**src/hw/pet_config.svh**
```systemverilog
// --------------------------------------------------------------------------
// Fixed PET bus timing: frame length and slot phase numbers
// Fixed register addresses in the I/O page
// --------------------------------------------------------------------------
`ifndef PET_CONFIG_SVH
`define PET_CONFIG_SVH

// One CPU cycle is 16 ticks of the 16 MHz master clock
`define PET_FRAME_LEN       16

// Host slot
`define PET_PI_FIRST        0
`define PET_PI_LAST         3
`define PET_PI_STROBE       2        // Host access lands here

// Video fetch slot
`define PET_VID_FIRST       4
`define PET_VID_LAST        7
`define PET_VID_RAM_STROBE  5        // Character code latched
`define PET_VID_ROM_STROBE  7        // Glyph row latched

// CPU slot runs to the end of the frame
`define PET_CPU_FIRST       8
`define PET_PHI2_FIRST      12       // phi2 high for phases 12..15

`define PET_CTL_ADDR        16'hE80F // CPU reset / ready register
`define PET_IO_PAGE         8'hE8    // PIA, VIA and CRTC live in $E8xx

`endif

```
**src/hw/pet_bus_pkg.sv**
```systemverilog
// --------------------------------------------------------------------------
// Bus timing types: slot owners within a frame
// and the host access handshake states
// --------------------------------------------------------------------------
`default_nettype none

package pet_bus_pkg;

    // Owner of the shared bus for the current part of the frame
    typedef enum logic [1:0] {
        SLOT_PI    = 2'd0,  // Host (Pi) read/write window
        SLOT_VIDEO = 2'd1,  // Video RAM / ROM fetch
        SLOT_CPU   = 2'd2   // 6502 owns the bus
    } bus_slot_e;

    // Host access sequencing
    //   IDLE   : waiting for pending inside the host slot
    //   ACCESS : strobe issued last cycle, done just raised
    //   DONE   : done held until the host drops pending
    typedef enum logic [1:0] {
        PI_IDLE   = 2'd0,
        PI_ACCESS = 2'd1,
        PI_DONE   = 2'd2
    } pi_state_e;

endpackage

`default_nettype wire

```
**src/hw/pet_mem_pkg.sv**
```systemverilog
// --------------------------------------------------------------------------
// Memory map types: PET address regions
// and bit positions of the CPU control register
// --------------------------------------------------------------------------
`default_nettype none

package pet_mem_pkg;

    // Coarse PET memory map
    typedef enum logic [1:0] {
        REGION_RAM  = 2'd0,  // $0000-$7FFF
        REGION_VRAM = 2'd1,  // $8000-$8FFF, 1K/2K mirrored
        REGION_ROM  = 2'd2,  // $9000-$E7FF and $F000-$FFFF
        REGION_IO   = 2'd3   // $E800-$EFFF
    } mem_region_e;

    // Bits of the control register at $E80F
    typedef enum logic {
        CTL_RES_B = 1'b0,    // 0 = hold CPU in reset
        CTL_RDY   = 1'b1     // 1 = CPU may run
    } ctl_bit_e;

    // Both bits clear after reset, so the CPU
    // stays parked until the host has loaded ROMs

endpackage

`default_nettype wire

```
**src/hw/address_decoder.sv**
```systemverilog
// --------------------------------------------------------------------------
// PET memory map decode: RAM, video RAM, ROM and I/O regions
// Active-low PIA1, PIA2, VIA, CRTC selects and I/O output enable
// --------------------------------------------------------------------------
`timescale 1ns/1ns
`default_nettype none
`include "pet_config.svh"

module address_decoder (
    input  wire logic [15:0]        bus_addr_i,
    input  wire logic               cpu_be_i,       // CPU owns the bus and is ready
    output pet_mem_pkg::mem_region_e region_o,
    output logic                    pia1_cs_b_o,
    output logic                    pia2_cs_b_o,
    output logic                    via_cs_b_o,
    output logic                    crtc_cs_b_o,
    output logic                    io_oe_b_o
);
    logic io_page;      // $E8xx
    logic pia1_sel;
    logic pia2_sel;
    logic via_sel;
    logic crtc_sel;

    always_comb begin
        if (!bus_addr_i[15]) begin
            region_o = pet_mem_pkg::REGION_RAM;          // Lower 32K
        end else if (bus_addr_i[15:12] == 4'h8) begin
            region_o = pet_mem_pkg::REGION_VRAM;         // Screen memory
        end else if (bus_addr_i[15:11] == 5'b11101) begin
            region_o = pet_mem_pkg::REGION_IO;           // $E800-$EFFF
        end else begin
            region_o = pet_mem_pkg::REGION_ROM;          // BASIC, editor, kernal
        end
    end

    assign io_page = (bus_addr_i[15:8] == `PET_IO_PAGE);

    // PET style sparse decode, one address line per chip
    // PIA1 $E810, PIA2 $E820, VIA $E840, CRTC $E880
    assign pia1_sel = io_page && bus_addr_i[4];
    assign pia2_sel = io_page && bus_addr_i[5];
    assign via_sel  = io_page && bus_addr_i[6];
    assign crtc_sel = io_page && bus_addr_i[7];

    // Nothing selects unless the CPU is actually on the bus
    assign pia1_cs_b_o = !(pia1_sel && cpu_be_i);
    assign pia2_cs_b_o = !(pia2_sel && cpu_be_i);
    assign via_cs_b_o  = !(via_sel  && cpu_be_i);
    assign crtc_cs_b_o = !(crtc_sel && cpu_be_i);

    // Steers the I/O data path instead of RAM
    assign io_oe_b_o   = !(io_page && cpu_be_i);

endmodule

`default_nettype wire

```
**src/hw/bus_sequencer.sv**
```systemverilog
// --------------------------------------------------------------------------
// Frame sequencer: 4-bit phase counter on the 16 MHz clock
// Registered slot selects, video strobes, clk8 and phi2
// CPU read/write qualifiers during phi2
// --------------------------------------------------------------------------
`timescale 1ns/1ns
`default_nettype none
`include "pet_config.svh"

module bus_sequencer (
    input  wire logic                   clk16_i,
    input  wire logic                   rst_n_i,
    input  wire logic                   bus_rw_b_i,         // 0 = CPU writing
    output pet_bus_pkg::bus_slot_e      slot_o,
    output logic                        clk8_o,
    output logic                        phi2_o,
    output logic                        pi_select_o,
    output logic                        pi_strobe_o,
    output logic                        video_select_o,
    output logic                        video_ram_strobe_o,
    output logic                        video_rom_strobe_o,
    output logic                        cpu_select_o,
    output logic                        cpu_read_o,
    output logic                        cpu_write_o
);
    logic [3:0] phase_q;                // Position within the frame

    // Inclusive phase window test
    function automatic logic in_window(input logic [3:0] p, input int first, input int last);
        return (int'(p) >= first) && (int'(p) <= last);
    endfunction

    always_ff @(posedge clk16_i or negedge rst_n_i) begin
        if (!rst_n_i) begin
            phase_q <= '0;
        end else if (phase_q == 4'(`PET_FRAME_LEN - 1)) begin
            phase_q <= '0;              // Start of next CPU cycle
        end else begin
            phase_q <= phase_q + 4'd1;
        end
    end

    // All decodes lag the counter by one cycle
    always_ff @(posedge clk16_i or negedge rst_n_i) begin
        if (!rst_n_i) begin
            slot_o             <= pet_bus_pkg::SLOT_PI;
            clk8_o             <= 1'b0;
            phi2_o             <= 1'b0;
            pi_select_o        <= 1'b0;
            pi_strobe_o        <= 1'b0;
            video_select_o     <= 1'b0;
            video_ram_strobe_o <= 1'b0;
            video_rom_strobe_o <= 1'b0;
            cpu_select_o       <= 1'b0;
        end else begin
            if (in_window(phase_q, `PET_PI_FIRST, `PET_PI_LAST))
                slot_o <= pet_bus_pkg::SLOT_PI;
            else if (in_window(phase_q, `PET_VID_FIRST, `PET_VID_LAST))
                slot_o <= pet_bus_pkg::SLOT_VIDEO;
            else
                slot_o <= pet_bus_pkg::SLOT_CPU;
            clk8_o             <= phase_q[0];   // Half rate of clk16
            phi2_o             <= in_window(phase_q, `PET_PHI2_FIRST, `PET_FRAME_LEN - 1);
            pi_select_o        <= in_window(phase_q, `PET_PI_FIRST, `PET_PI_LAST);
            pi_strobe_o        <= (int'(phase_q) == `PET_PI_STROBE);
            video_select_o     <= in_window(phase_q, `PET_VID_FIRST, `PET_VID_LAST);
            video_ram_strobe_o <= (int'(phase_q) == `PET_VID_RAM_STROBE);
            video_rom_strobe_o <= (int'(phase_q) == `PET_VID_ROM_STROBE);
            cpu_select_o       <= in_window(phase_q, `PET_CPU_FIRST, `PET_FRAME_LEN - 1);
        end
    end

    // rw is only meaningful while phi2 is high
    assign cpu_read_o  =  bus_rw_b_i && phi2_o;
    assign cpu_write_o = !bus_rw_b_i && phi2_o;

endmodule

`default_nettype wire

```
**src/hw/pet_bus_top.sv**
```systemverilog
// --------------------------------------------------------------------------
// PET bus glue top level: sequencer, host sync, control register, decoder
// RAM strobes, CPU bus enable and upper RAM address steering
// --------------------------------------------------------------------------
`timescale 1ns/1ns
`default_nettype none

module pet_bus_top (
    input  wire logic        clk16_i,        // 16 MHz master clock
    input  wire logic        rst_n_i,
    input  wire logic        bus_rw_b_i,     // CPU rw, 0 = write
    input  wire logic        pi_pending_i,
    input  wire logic        pi_rw_b_i,
    input  wire logic [15:0] bus_addr_i,
    input  wire logic [15:0] pi_addr_i,
    input  wire logic [7:0]  pi_data_i,
    output logic             clk8_o,
    output logic             phi2_o,         // 1 MHz CPU clock
    output logic             pi_done_o,
    output logic             cpu_res_b_o,
    output logic             cpu_rdy_o,
    output logic             cpu_be_o,
    output logic             ram_ce_b_o,
    output logic             ram_oe_b_o,
    output logic             ram_we_b_o,
    output logic             pia1_cs_b_o,
    output logic             pia2_cs_b_o,
    output logic             via_cs_b_o,
    output logic             crtc_cs_b_o,
    output logic             io_oe_b_o,
    output logic             video_select_o,
    output logic             video_ram_strobe_o,
    output logic             video_rom_strobe_o,
    output logic [1:0]       ram_addr_hi_o   // RAM A11..A10
);
    pet_bus_pkg::bus_slot_e   slot;
    pet_mem_pkg::mem_region_e region;
    logic pi_select, pi_strobe;
    logic pi_read, pi_write;
    logic cpu_select, cpu_read, cpu_write;
    logic ram_ce, ram_oe, ram_we;

    bus_sequencer u_seq (
        .clk16_i(clk16_i), .rst_n_i(rst_n_i), .bus_rw_b_i(bus_rw_b_i),
        .slot_o(slot), .clk8_o(clk8_o), .phi2_o(phi2_o),
        .pi_select_o(pi_select), .pi_strobe_o(pi_strobe),
        .video_select_o(video_select_o), .video_ram_strobe_o(video_ram_strobe_o),
        .video_rom_strobe_o(video_rom_strobe_o), .cpu_select_o(cpu_select),
        .cpu_read_o(cpu_read), .cpu_write_o(cpu_write)
    );

    pi_sync u_pi_sync (
        .clk16_i(clk16_i), .rst_n_i(rst_n_i),
        .pi_select_i(pi_select), .pi_strobe_i(pi_strobe),
        .pi_pending_i(pi_pending_i), .pi_rw_b_i(pi_rw_b_i),
        .pi_read_o(pi_read), .pi_write_o(pi_write), .pi_done_o(pi_done_o),
        .state_o()                          // Observed only in simulation
    );

    pi_ctl_reg u_ctl (
        .clk16_i(clk16_i), .rst_n_i(rst_n_i), .pi_write_i(pi_write),
        .pi_addr_i(pi_addr_i), .pi_data_i(pi_data_i),
        .cpu_res_b_o(cpu_res_b_o), .cpu_rdy_o(cpu_rdy_o)
    );

    address_decoder u_dec (
        .bus_addr_i(bus_addr_i), .cpu_be_i(cpu_be_o), .region_o(region),
        .pia1_cs_b_o(pia1_cs_b_o), .pia2_cs_b_o(pia2_cs_b_o), .via_cs_b_o(via_cs_b_o),
        .crtc_cs_b_o(crtc_cs_b_o), .io_oe_b_o(io_oe_b_o)
    );

    assign cpu_be_o = cpu_select && cpu_rdy_o;      // Halted CPU stays off the bus

    // RAM stays enabled outside the CPU slot for host and video
    assign ram_ce = (region != pet_mem_pkg::REGION_IO) || !cpu_select;
    assign ram_oe = pi_read || video_select_o || (cpu_read && cpu_be_o);
    assign ram_we = pi_write
                    || (cpu_write && cpu_be_o && (region != pet_mem_pkg::REGION_ROM));

    assign ram_ce_b_o = !ram_ce;
    assign ram_oe_b_o = !ram_oe;
    assign ram_we_b_o = !ram_we;

    // Host sees all of RAM, CPU sees video RAM mirrored across $8000-$8FFF
    assign ram_addr_hi_o = (slot == pet_bus_pkg::SLOT_PI)          ? pi_addr_i[11:10]
                         : (region == pet_mem_pkg::REGION_VRAM)    ? 2'b00
                         :                                          bus_addr_i[11:10];

endmodule

`default_nettype wire

```
**src/hw/pi_ctl_reg.sv**
```systemverilog
// --------------------------------------------------------------------------
// CPU control register at $E80F, written by the host
// Drives the 6502 reset and ready lines
// --------------------------------------------------------------------------
`timescale 1ns/1ns
`default_nettype none
`include "pet_config.svh"

module pi_ctl_reg (
    input  wire logic        clk16_i,
    input  wire logic        rst_n_i,
    input  wire logic        pi_write_i,     // One-cycle host write strobe
    input  wire logic [15:0] pi_addr_i,
    input  wire logic [7:0]  pi_data_i,
    output logic             cpu_res_b_o,
    output logic             cpu_rdy_o
);
    logic [1:0] ctl_q;                       // {rdy, res_b}

    // Cleared in reset: CPU held in reset and halted
    always_ff @(posedge clk16_i or negedge rst_n_i) begin
        if (!rst_n_i) begin
            ctl_q <= 2'b00;
        end else if (pi_write_i && (pi_addr_i == `PET_CTL_ADDR)) begin
            ctl_q <= pi_data_i[1:0];         // Upper data bits are ignored
        end
    end

    // Writes to any other address land in RAM only
    assign cpu_res_b_o = ctl_q[pet_mem_pkg::CTL_RES_B];
    assign cpu_rdy_o   = ctl_q[pet_mem_pkg::CTL_RDY];

endmodule

`default_nettype wire

```
**src/hw/pi_sync.sv**
```systemverilog
// --------------------------------------------------------------------------
// Host access synchronizer: pending/done level handshake
// Issues one read or write strobe per pending pulse, inside the host slot
// --------------------------------------------------------------------------
`timescale 1ns/1ns
`default_nettype none

module pi_sync (
    input  wire logic               clk16_i,
    input  wire logic               rst_n_i,
    input  wire logic               pi_select_i,    // Host slot active
    input  wire logic               pi_strobe_i,    // Strobe phase of host slot
    input  wire logic               pi_pending_i,   // Level from host
    input  wire logic               pi_rw_b_i,      // 1 = host read
    output logic                    pi_read_o,
    output logic                    pi_write_o,
    output logic                    pi_done_o,
    output pet_bus_pkg::pi_state_e  state_o
);
    logic grant;                        // Access happens this cycle

    // Only from IDLE, so a held pending never gets a second access
    assign grant = (state_o == pet_bus_pkg::PI_IDLE) && pi_pending_i
                   && pi_select_i && pi_strobe_i;

    always_ff @(posedge clk16_i or negedge rst_n_i) begin
        if (!rst_n_i) begin
            state_o <= pet_bus_pkg::PI_IDLE;
        end else begin
            case (state_o)
                pet_bus_pkg::PI_IDLE:   if (grant) state_o <= pet_bus_pkg::PI_ACCESS;
                pet_bus_pkg::PI_ACCESS: state_o <= pi_pending_i ? pet_bus_pkg::PI_DONE
                                                                : pet_bus_pkg::PI_IDLE;
                pet_bus_pkg::PI_DONE:   if (!pi_pending_i) state_o <= pet_bus_pkg::PI_IDLE;
                default:                state_o <= pet_bus_pkg::PI_IDLE;
            endcase
        end
    end

    assign pi_read_o  = grant &&  pi_rw_b_i;
    assign pi_write_o = grant && !pi_rw_b_i;
    assign pi_done_o  = (state_o != pet_bus_pkg::PI_IDLE);   // Rises the cycle after grant

endmodule

`default_nettype wire

```
**config.mk**
```make
export PLATFORM = sky130hd
export DESIGN_NAME = pet_bus_top
export DESIGN_NICKNAME = d
export VERILOG_FILES = /design/src/hw/pet_bus_pkg.sv /design/src/hw/pet_mem_pkg.sv /design/src/hw/address_decoder.sv /design/src/hw/bus_sequencer.sv /design/src/hw/pet_bus_top.sv /design/src/hw/pi_ctl_reg.sv /design/src/hw/pi_sync.sv
export VERILOG_INCLUDE_DIRS = /design/src /design/src/hw
export SDC_FILE = /design/constraint.sdc
export NUM_CORES = 1
export LEC_CHECK = 0
export BUFFER_PORTS_ARGS = -buffer_cell sky130_fd_sc_hd__buf_2
export CAP_MARGIN = 20
export CORE_MARGIN = 1
export CORE_UTILIZATION = 41
export DETAILED_ROUTE_END_ITERATION = 10
export PLACE_DENSITY = 0.83
export SETUP_SLACK_MARGIN = 0.5
export SYNTH_ARGS = -nofsm -noshare
export SYNTH_HDL_FRONTEND = slang
export SYNTH_SLANG_ARGS = --single-unit
```
**constraint.sdc**
```tcl
create_clock -name clk16_i -period 4.8 [get_ports clk16_i]
set_input_delay 0.72 -clock clk16_i [delete_from_list [all_inputs] [get_ports clk16_i]]
set_output_delay 0.72 -clock clk16_i [all_outputs]
set_load 0.01 [all_outputs]
```
After elaboration in Yosys (flattened, before gate mapping)
Cells that the tools add are included.
{"block": "word_totals", "latchBits": 0, "ff_bits": 18, "n_memories": 0, "word_cells": 86, "inputBits": 45, "output_inout_bits": 19, "romBits": 0, "ramBits": 0}
{"block": "op_classes", "n_div": 0, "n_mux": 12, "n_mul": 0, "shift": 0, "eq_ne": 15, "bitwise": 0, "n_lt_le_gt_ge": 5, "addsub": 1, "n_reduce_logical": 41}
{"cell": "1-bit logical AND", "count": 22}
{"cell": "2-bit two-way mux", "count": 9}
{"cell": "16-bit equality test, second input constant", "count": 1}
{"cell": "4-bit equality test, second input constant", "count": 4}
{"cell": "1-bit zero test", "count": 11}
{"cell": "8-bit equality test, second input constant", "count": 1}
{"cell": "4-bit greater-or-equal comparator, second input constant", "count": 2}
{"cell": "2-bit != test, second input constant", "count": 3}
{"cell": "2-bit case mux with 3 select lines", "count": 1}
{"cell": "5-bit equality test, second input constant", "count": 1}
{"cell": "4-bit by 1-bit adder with 4-bit output, second input constant", "count": 1}
{"cell": "2-bit by 1-bit equality test with 1-bit output, second input constant", "count": 2}
{"cell": "4-bit by 3-bit equality test with 1-bit output, second input constant", "count": 1}
{"cell": "4-bit by 3-bit greater-or-equal comparator with 1-bit output, second input constant", "count": 1}
{"cell": "4-bit by 2-bit less-or-equal comparator with 1-bit output, second input constant", "count": 1}
{"cell": "4-bit by 3-bit less-or-equal comparator with 1-bit output, second input constant", "count": 1}
{"cell": "2-bit zero test", "count": 2}
{"cell": "1-bit logical OR", "count": 4}
{"cell": "4-bit two-way mux", "count": 1}
{"cell": "2-bit equality test, second input constant", "count": 1}
{"cell": "2-bit by 1-bit != test with 1-bit output, second input constant", "count": 1}
{"cell": "2-bit AND reduction", "count": 1}
{"cell": "2-bit nonzero test", "count": 1}
{"cell": "1-bit two-way mux", "count": 1}

Logic depth before layout (Yosys ltp)
Gate-level depths: netlist of the first run.
{"block": "logic_depth", "depth_word": 8, "ltp_mapped": 4, "ltp_nobuf": 4}

Modules after synthesis
Synthesis of the first run repeated with hierarchy kept, for this count alone.
{"block": "unflattened", "cells_unflattened": 81, "hier_area_um2": 915.9}
{"module": "bus_sequencer", "area_each_um2": 494.2, "seq_area_each_um2": 325.3, "cells_per_inst": 37, "instances": 1}
{"module": "pi_ctl_reg", "area_each_um2": 128.9, "seq_area_each_um2": 50.0, "cells_per_inst": 10, "instances": 1}
{"module": "pi_sync", "area_each_um2": 121.4, "seq_area_each_um2": 50.0, "cells_per_inst": 11, "instances": 1}
{"module": "address_decoder", "area_each_um2": 91.3, "seq_area_each_um2": 0.0, "cells_per_inst": 12, "instances": 1}
{"module": "pet_bus_top", "area_each_um2": 80.1, "seq_area_each_um2": 0.0, "cells_per_inst": 11, "instances": 1}

Worst setup path after synthesis of the first run
Ideal clock, no wire load.
{"block": "synth_path", "path_type": "input-to-output", "start": "input port bus_addr_i[15]", "end": "output port ram_we_b_o", "arrival_ps": 1597, "required_time_ps": 4080, "setup_slack_ps": 2483, "path_buffers": 0, "cell_stages": 4, "path_cell_list": "nor2b_1 > nor3b_1 > and3b_1 > o32a_1"}
{"block": "synth_between", "elab_chain_cells": 8, "word_cells_on_any_way": 9, "cone_classes": "eq/ne (3); mux (3); reduce/logical (3)"}
{"item": "start: declaration", "line": "pet_bus_top.sv:14", "source": "input wire logic [15:0] bus_addr_i,"}
{"item": "5-bit equality test", "line": "address_decoder.sv:30", "source": "end else if (bus_addr_i[15:11] == 5'b11101) begin"}
{"item": "1-bit two-way mux", "line": "address_decoder.sv:30"}
{"item": "2-bit two-way mux", "line": "address_decoder.sv:28", "source": "end else if (bus_addr_i[15:12] == 4'h8) begin"}
{"item": "2-bit two-way mux (*)", "line": "address_decoder.sv:26", "source": "if (!bus_addr_i[15]) begin"}
{"item": "2-bit != test (*)", "line": "pet_bus_top.sv:78", "source": "|| (cpu_write && cpu_be_o && (region != pet_mem_pkg::REGION_ROM));"}
{"item": "1-bit logical AND (*)", "line": "pet_bus_top.sv:78"}
{"item": "1-bit logical OR (*)", "line": "pet_bus_top.sv:78"}
{"item": "1-bit zero test (*)", "line": "pet_bus_top.sv:82", "source": "assign ram_we_b_o = !ram_we;"}
{"item": "end: declaration", "line": "pet_bus_top.sv:25", "source": "output logic ram_we_b_o,"}
Mark *: on every way between the ends. The rest lies on a longest branch, timed or not.

Worst setup path in the final report of the first run
Ends and elaborated chain as after synthesis.

==> impl_metrics.ini, run 1 <==
[run_status]
status = completed

[sta]
timing.final.crit_share_pct = 54.6
grt_setup_unrepaired = false
min_period_ns = 2.62
setup-violations-final = 0
final-max-slew-violation-count = 0
final_hold_viol_count = 0
slew_headroom_pct = 75.8
hold_ws_ns = 0.331
worst_pin_slew_ns = 0.362
tns_ns = 0
fmaxAchievable_mhz = 382
clock_skew_ns = 0.00338

[logic_synthesis]
yosys.area.top_type = dfrtp_1
synth.mux.area_fraction_pct = 2.76
synth_top_family_by_area = simple AND/OR/NAND/NOR gates
avgSynthCellArea_sq_um = 10.6
synth_xor_area_share_pct = 2.15
synth-adder-area-share_pct = 6.14
synth_top_area_share_pct = 52.2
synth_compound_area_share_pct = 7.68
ys_top_cells_by_area = dfrtp_1 52%, ha_1 6.1%, and2_1 4.6%
ys_ff_latch = 17
syn-cell-area_sq_um = 815
yosysUniqueCellTypes = 26
ys_seq_area_share_pct = 52.2
yosys.area_share.simple_pct = 25.8
syn_nets = 126
synth_warnings = 0
syn_inst = 77

[setup_path]
worstPathRequired_ns = 4.08
ff2ff_setup_slack_ns = 3.13
cp_max_fo = 3
arrival_ns = 1.90
r2r_start = u_pi_sync.state_o[0]
worst-setup-path-type = in2out
cp-start-kind = input pin
rr_worst_depth = 4
end_kind = primary output
rr_endpoint = u_ctl.ctl_q[0]

[cts]
post_cts_buffers = 0
clk_transition_reported_paths_ns = 0.09
clk_path_buf_depth = 2
cts_max_level = 1
cts-resized-gates = 0
numCtsBuffers = 3
cts_tree = done
cts_root_buffer = clkbuf_4
cts_hold_buf = 0
insertion_delay_ns = 0.28
cts.sinks = 17

[die]
fp.coreArea_sq_um = 1800
die_y_microns = 46.6
start_util_pct = 45.2
dieArea_sq_um = 2170
rows = 15
die_w_microns = 46.6
io_pins = 64

[power_and_ir_drop]
power.density_nw_per_um2 = 210
p_int_mw = 0.188
power.leakage_nw = 0.628
p_sw_mw = 0.0497
p_comb_share_pct = 9.3
switching_share_pct = 20.9
ir_drop_mv = 0.133
p_seq_share_pct = 60.3
p_clk_share_pct = 30.4

[final_layout]
area_growth_syn_to_layout_pct = 38.7
drive_gt1_share_pct = 45.5
antennaDiodeCount = 0
fin_nets = 182

[global_route]
grt-ovfl-total = 0
grt_pass1_vias = 623
grt_first_pass_wirelength_microns = 2300
grt_max_degree = 18
antenna_found_initial = 0
track_usage_pct = 15.6

[run]
cap_violations = 0

[routing]
first_pass_iters = 3
drt_iter0_drc = 4
wirelength_microns = 1700
num_vias = 748
avgViaCountPerCell = 4.76
routedWlPerCell_microns = 10.8
ant_nets = 0
drc_errors = 0

[min_path]
min_path_type = in2async

[placement]
routabilityCongestion = 0.748
port_buffers = 53
hpwl_microns = 1450
==> cells by family (layout without fill, tap and decap cells) <==
family | Yosys count | count (layout)
adders and majority gates | 4 | 4
muxes | 2 | 2
AOI/OAI and AO/OA | 10 | 10
xor gates and xnor gates | 2 | 2
buffers and inverters | 7 | 62
and+or+nand+nor | 35 | 35
DFF | 17 | 17
==> flip-flops by register name, summed over array words and instances (netlist names) <==
| name | count |
|---|---|
| u_seq.cpu_select_o | 1 |
| u_seq.video_ram_strobe_o | 1 |
| u_seq.phi2_o | 1 |
| u_seq.video_rom_strobe_o | 1 |
| u_seq.clk8_o | 1 |
| u_ctl.ctl_q | 2 |
| u_pi_sync.state_o | 2 |
| u_seq.pi_strobe_o | 1 |
| u_seq.pi_select_o | 1 |
| u_seq.phase_q | 4 |
| u_seq.slot_o | 2 |
==> power groups by stage <==
stage                     clock (mW)  combinational, mW  sequential, mW
after floorplan                    0            0.00369           0.146
after global placement             0             0.0217           0.146
after detailed placement           0             0.0223           0.146
after CTS                     0.0758             0.0224           0.143
after global routing          0.0831             0.0248           0.143
final                         0.0722             0.0220           0.143
==> synthesized netlist by cell type <==
master and n:
dfrtp_1 17, nand2_1 9, and2_1 6, inv_1 5
nor2_1 5, o21ai_0 5, ha_1 4, nor2b_1 3
a21oi_1 2, clkbuf_1 2, mux2_1 2, nand4_1 2
xor2_1 2, a22o_1 1, a31o_2 1, and3b_1 1
nand3_1 1, nand4b_1 1, nor3_1 1, nor3b_1 1
nor4_1 1, nor4_4 1, o32a_1 1, or2_1 1
or2_4 1, or4_4 1
==> layer usage <==
| layer | vias up | share of wire [%] | global-route usage [%] |
|---|---|---|---|
| met4 | 0 | 1.4 | 7.06 |
| li1 | 368 | - | - |
| met5 | - | 0 | 0 |
| met2 | 39 | 51 | 31.9 |
| met1 | 336 | 39 | 14.4 |
| met3 | 5 | 8.8 | 2.35 |
==> per-stage QoR <==
stage                     area, sq um  power [mW]  std cells  utilization [%]  setup WS, ns
after global routing             1130       0.251        157             62.7          2.10
after floorplan                   815       0.150         77                -          2.48
after CTS                        1130       0.241        157             62.7          2.17
final                            1130       0.237        157             62.7          2.18
after detailed placement         1100       0.168        153             61.3          2.18
after global placement           1100       0.168        153             61.3          2.22
==> how the worst max path moves through the flow <==
stage | from | to | slack, ns
finish | bus_addr_i[15] | ram_we_b_o | 2.18
global route | bus_addr_i[15] | ram_we_b_o | 2.10
CTS | bus_addr_i[15] | ram_we_b_o | 2.17
detailed placement | bus_addr_i[15] | ram_we_b_o | 2.18
global placement | bus_addr_i[15] | ram_we_b_o | 2.22
floorplan | bus_addr_i[15] | ram_we_b_o | 2.48
==> worst max-delay path, stage by stage <==
cell and delay [ns]:
buf_2 0.08, nor2b_1 0.14, nor3b_1 0.30, and3b_1 0.23
o32a_1 0.28, buf_2 0.14
==> layout make-up <==
| cell class | count | area (sq um) |
|---|---|---|
| multi-input cells | 53 | 363 |
| repair buffers | 53 | 265 |
| flip-flops and latches | 17 | 425 |
| fillers | 167 | 672 |
| clock buffers | 4 | 26.3 |
| well taps | 25 | 31.3 |
| inverters | 5 | 18.8 |
==> layout by cell type (no fill, tap or decap), types with 2 or more instances in the layout <==
cell type | synthesis | layout
mux2_1 | 2 | 2
nor2_1 | 5 | 5
nor2b_1 | 3 | 3
a21oi_1 | 2 | 2
nand4_1 | 2 | 2
inv_1 | 5 | 5
xor2_1 | 2 | 2
o21ai_0 | 5 | 5
ha_1 | 4 | 4
dfrtp_1 | 17 | 17
and2_1 | 6 | 6
clkbuf_4 | 0 | 3
nand2_1 | 9 | 9
buf_2 | 0 | 53
Note: power is estimated with default switching activity, not from simulation.
==> run 2, diff against run 1 <==
--- a/config.mk
+++ b/config.mk
@@ -9,9 +9,9 @@
 export BUFFER_PORTS_ARGS = -buffer_cell sky130_fd_sc_hd__buf_2
 export CAP_MARGIN = 20
 export CORE_MARGIN = 1
-export CORE_UTILIZATION = 41
+export CORE_UTILIZATION = 38
 export DETAILED_ROUTE_END_ITERATION = 10
-export PLACE_DENSITY = 0.83
+export PLACE_DENSITY = 0.78
 export SETUP_SLACK_MARGIN = 0.5
 export SYNTH_ARGS = -nofsm -noshare
 export SYNTH_HDL_FRONTEND = slang
==> constraint.sdc (replaced) <==
create_clock -name clk16_i -period 2.5 [get_ports clk16_i]
set_input_delay 0.375 -clock clk16_i [delete_from_list [all_inputs] [get_ports clk16_i]]
set_output_delay 0.375 -clock clk16_i [all_outputs]
set_load 0.01 [all_outputs]
==> impl_metrics.ini, run 2 (synthesis gave the netlist of run 1 again) <==
[run_status]
status = completed

[cts]
cts_root_buffer = clkbuf_4
numCtsBuffers = 3
clk_path_buf_depth = 2
cts_max_level = 1
cts.sinks = 17
cts_tree = done
post_cts_buffers = 0
insertion_delay_ns = 0.28
clk_transition_reported_paths_ns = 0.09

[die]
io_pins = 64
fp.coreArea_sq_um = 1980
dieArea_sq_um = 2330
rows = 16
die_w_microns = 48.3
start_util_pct = 41.1
die_y_microns = 48.3

[power_and_ir_drop]
ir_drop_mv = 0.397
power.density_nw_per_um2 = 397
power.leakage_nw = 0.633

[sta]
timing.final.crit_share_pct = 74.9
final_hold_viol_count = 0
final-max-slew-violation-count = 0
slew_headroom_pct = 75.7
fmaxAchievable_mhz = 534
clock_skew_ns = 0.00193
tns_ns = 0
min_period_ns = 1.87
setup-violations-final = 0
hold_ws_ns = 0.321
worst_pin_slew_ns = 0.364
grt_setup_unrepaired = false

[setup_path]
arrival_ns = 1.50
worstPathRequired_ns = 2.12
critPathLaunch = u_pi_sync.state_o[0]
max_stage_delay_ns = 0.39
cp_max_fo = 3
worstPathCellList = or2_1, or2_4, o32a_1, buf_2
r2r_start = u_pi_sync.state_o[0]
cp-start-kind = flop
slowest_stage = dfrtp_1
end_kind = primary output
worst-setup-path-type = reg2out

[routing]
drc_errors = 0
num_vias = 737
drt_iter0_drc = 8
ant_nets = 0
wirelength_microns = 1710
avgViaCountPerCell = 4.61
first_pass_iters = 4
routedWlPerCell_microns = 10.7

[global_route]
grt_pass1_vias = 599
grt-ovfl-total = 0
antenna_found_initial = 0
grt_first_pass_wirelength_microns = 2260
track_usage_pct = 14.7
grt_max_degree = 18

[placement]
dp.cells = 155
place_area_sq_um = 1110
routabilityCongestion = 0.726
port_buffers = 53
hpwl_microns = 1380

[final_layout]
antennaDiodeCount = 0
final_common_cell = buf_2
drive_gt1_share_pct = 45.9
area_growth_syn_to_layout_pct = 40.9
regArea_sq_um = 425
fill_cells = 172
largest_reg_flops = 4
fin_nets = 183
post-route-util_pct = 57.9
stdcell_count = 160
mostFrequentLayoutCells = 53 x buf_2, 17 x dfrtp_1, 9 x nand2_1, 6 x and2_1
postLayoutCellArea_sq_um = 1150
largest_register = u_seq.phase_q
multi_input_area_sq_um = 368

[min_path]
min_path_type = in2reg
min-delay-start = pi_data_i[1]

[run]
cap_violations = 0
==> run 2: changes by cell type in the layout (fill, tap and decap cells not counted) <==
| cell | delta |
|---|---|
| nor3b_2 | +1 |
| dlygate4sd3_1 | +1 |
| nor3b_1 | -1 |
==> run 2: worst paths after layout <==
path,slack (ns),endpoint,depth (start not counted)
setup / recovery,0.63,ram_we_b_o,4
hold / removal,0.32,u_ctl.ctl_q[1],2
setup reg to reg,0.83,u_ctl.ctl_q[1],4
hold reg to reg,0.47,u_seq.clk8_o,0
max in group asynchronous,1.71,u_seq.phi2_o,2
min in group asynchronous,0.53,u_seq.phase_q[0],2
==> run 2: timing repair <==
action,in CTS,in global routing
resized for setup,0,1
hold buffers,1,0
setup endpoints to repair,0,1
hold endpoints to repair,17,0
==> run 2: cell type report <==
class                           count  share of cell area [%]
Clock buffer                        4                    2.29
Sequential cell                    17                    37.1
Inverter                            5                    1.64
Multi-Input combinational cell     53                    32.1
Tap cell                           27                    2.94
Timing Repair Buffer               54                    24.0
==> run 2: per-stage QoR <==
step                      power, mW  setup WS [ns]
final                         0.455          0.628
after detailed placement      0.323          0.567
after floorplan               0.287          0.856
after global routing          0.490          0.512
after CTS                     0.463          0.553
after global placement        0.322          0.595
==> run 2: worst max-delay path, delay by kind of cell (launching register included) <==
kind | cells | cell delay [ns]
compound gates | 1 | 0.17
flops | 1 | 0.39
simple gates | 2 | 0.51
buf+inv | 1 | 0.14
==> run 2: metal layers <==
| layer | global-route usage [%] | vias up | part of all wire [%] |
|---|---|---|---|
| li1 | - | 369 | - |
| met2 | 28.5 | 38 | 50 |
| met3 | 4.44 | 0 | 9.7 |
| met1 | 13.7 | 330 | 40 |
| met5 | 0 | - | 0 |
| met4 | 6.67 | 0 | 0 |
==> run 2: power by group <==
| group | total [mW] | internal, mW | switching, mW |
|---|---|---|---|
| Sequential | 0.275 | 0.275 | 0.00000103 |
| Clock | 0.137 | 0.0618 | 0.0747 |
| Combinational | 0.0437 | 0.0247 | 0.0191 |
| Total | 0.455 | 0.361 | 0.0938 |
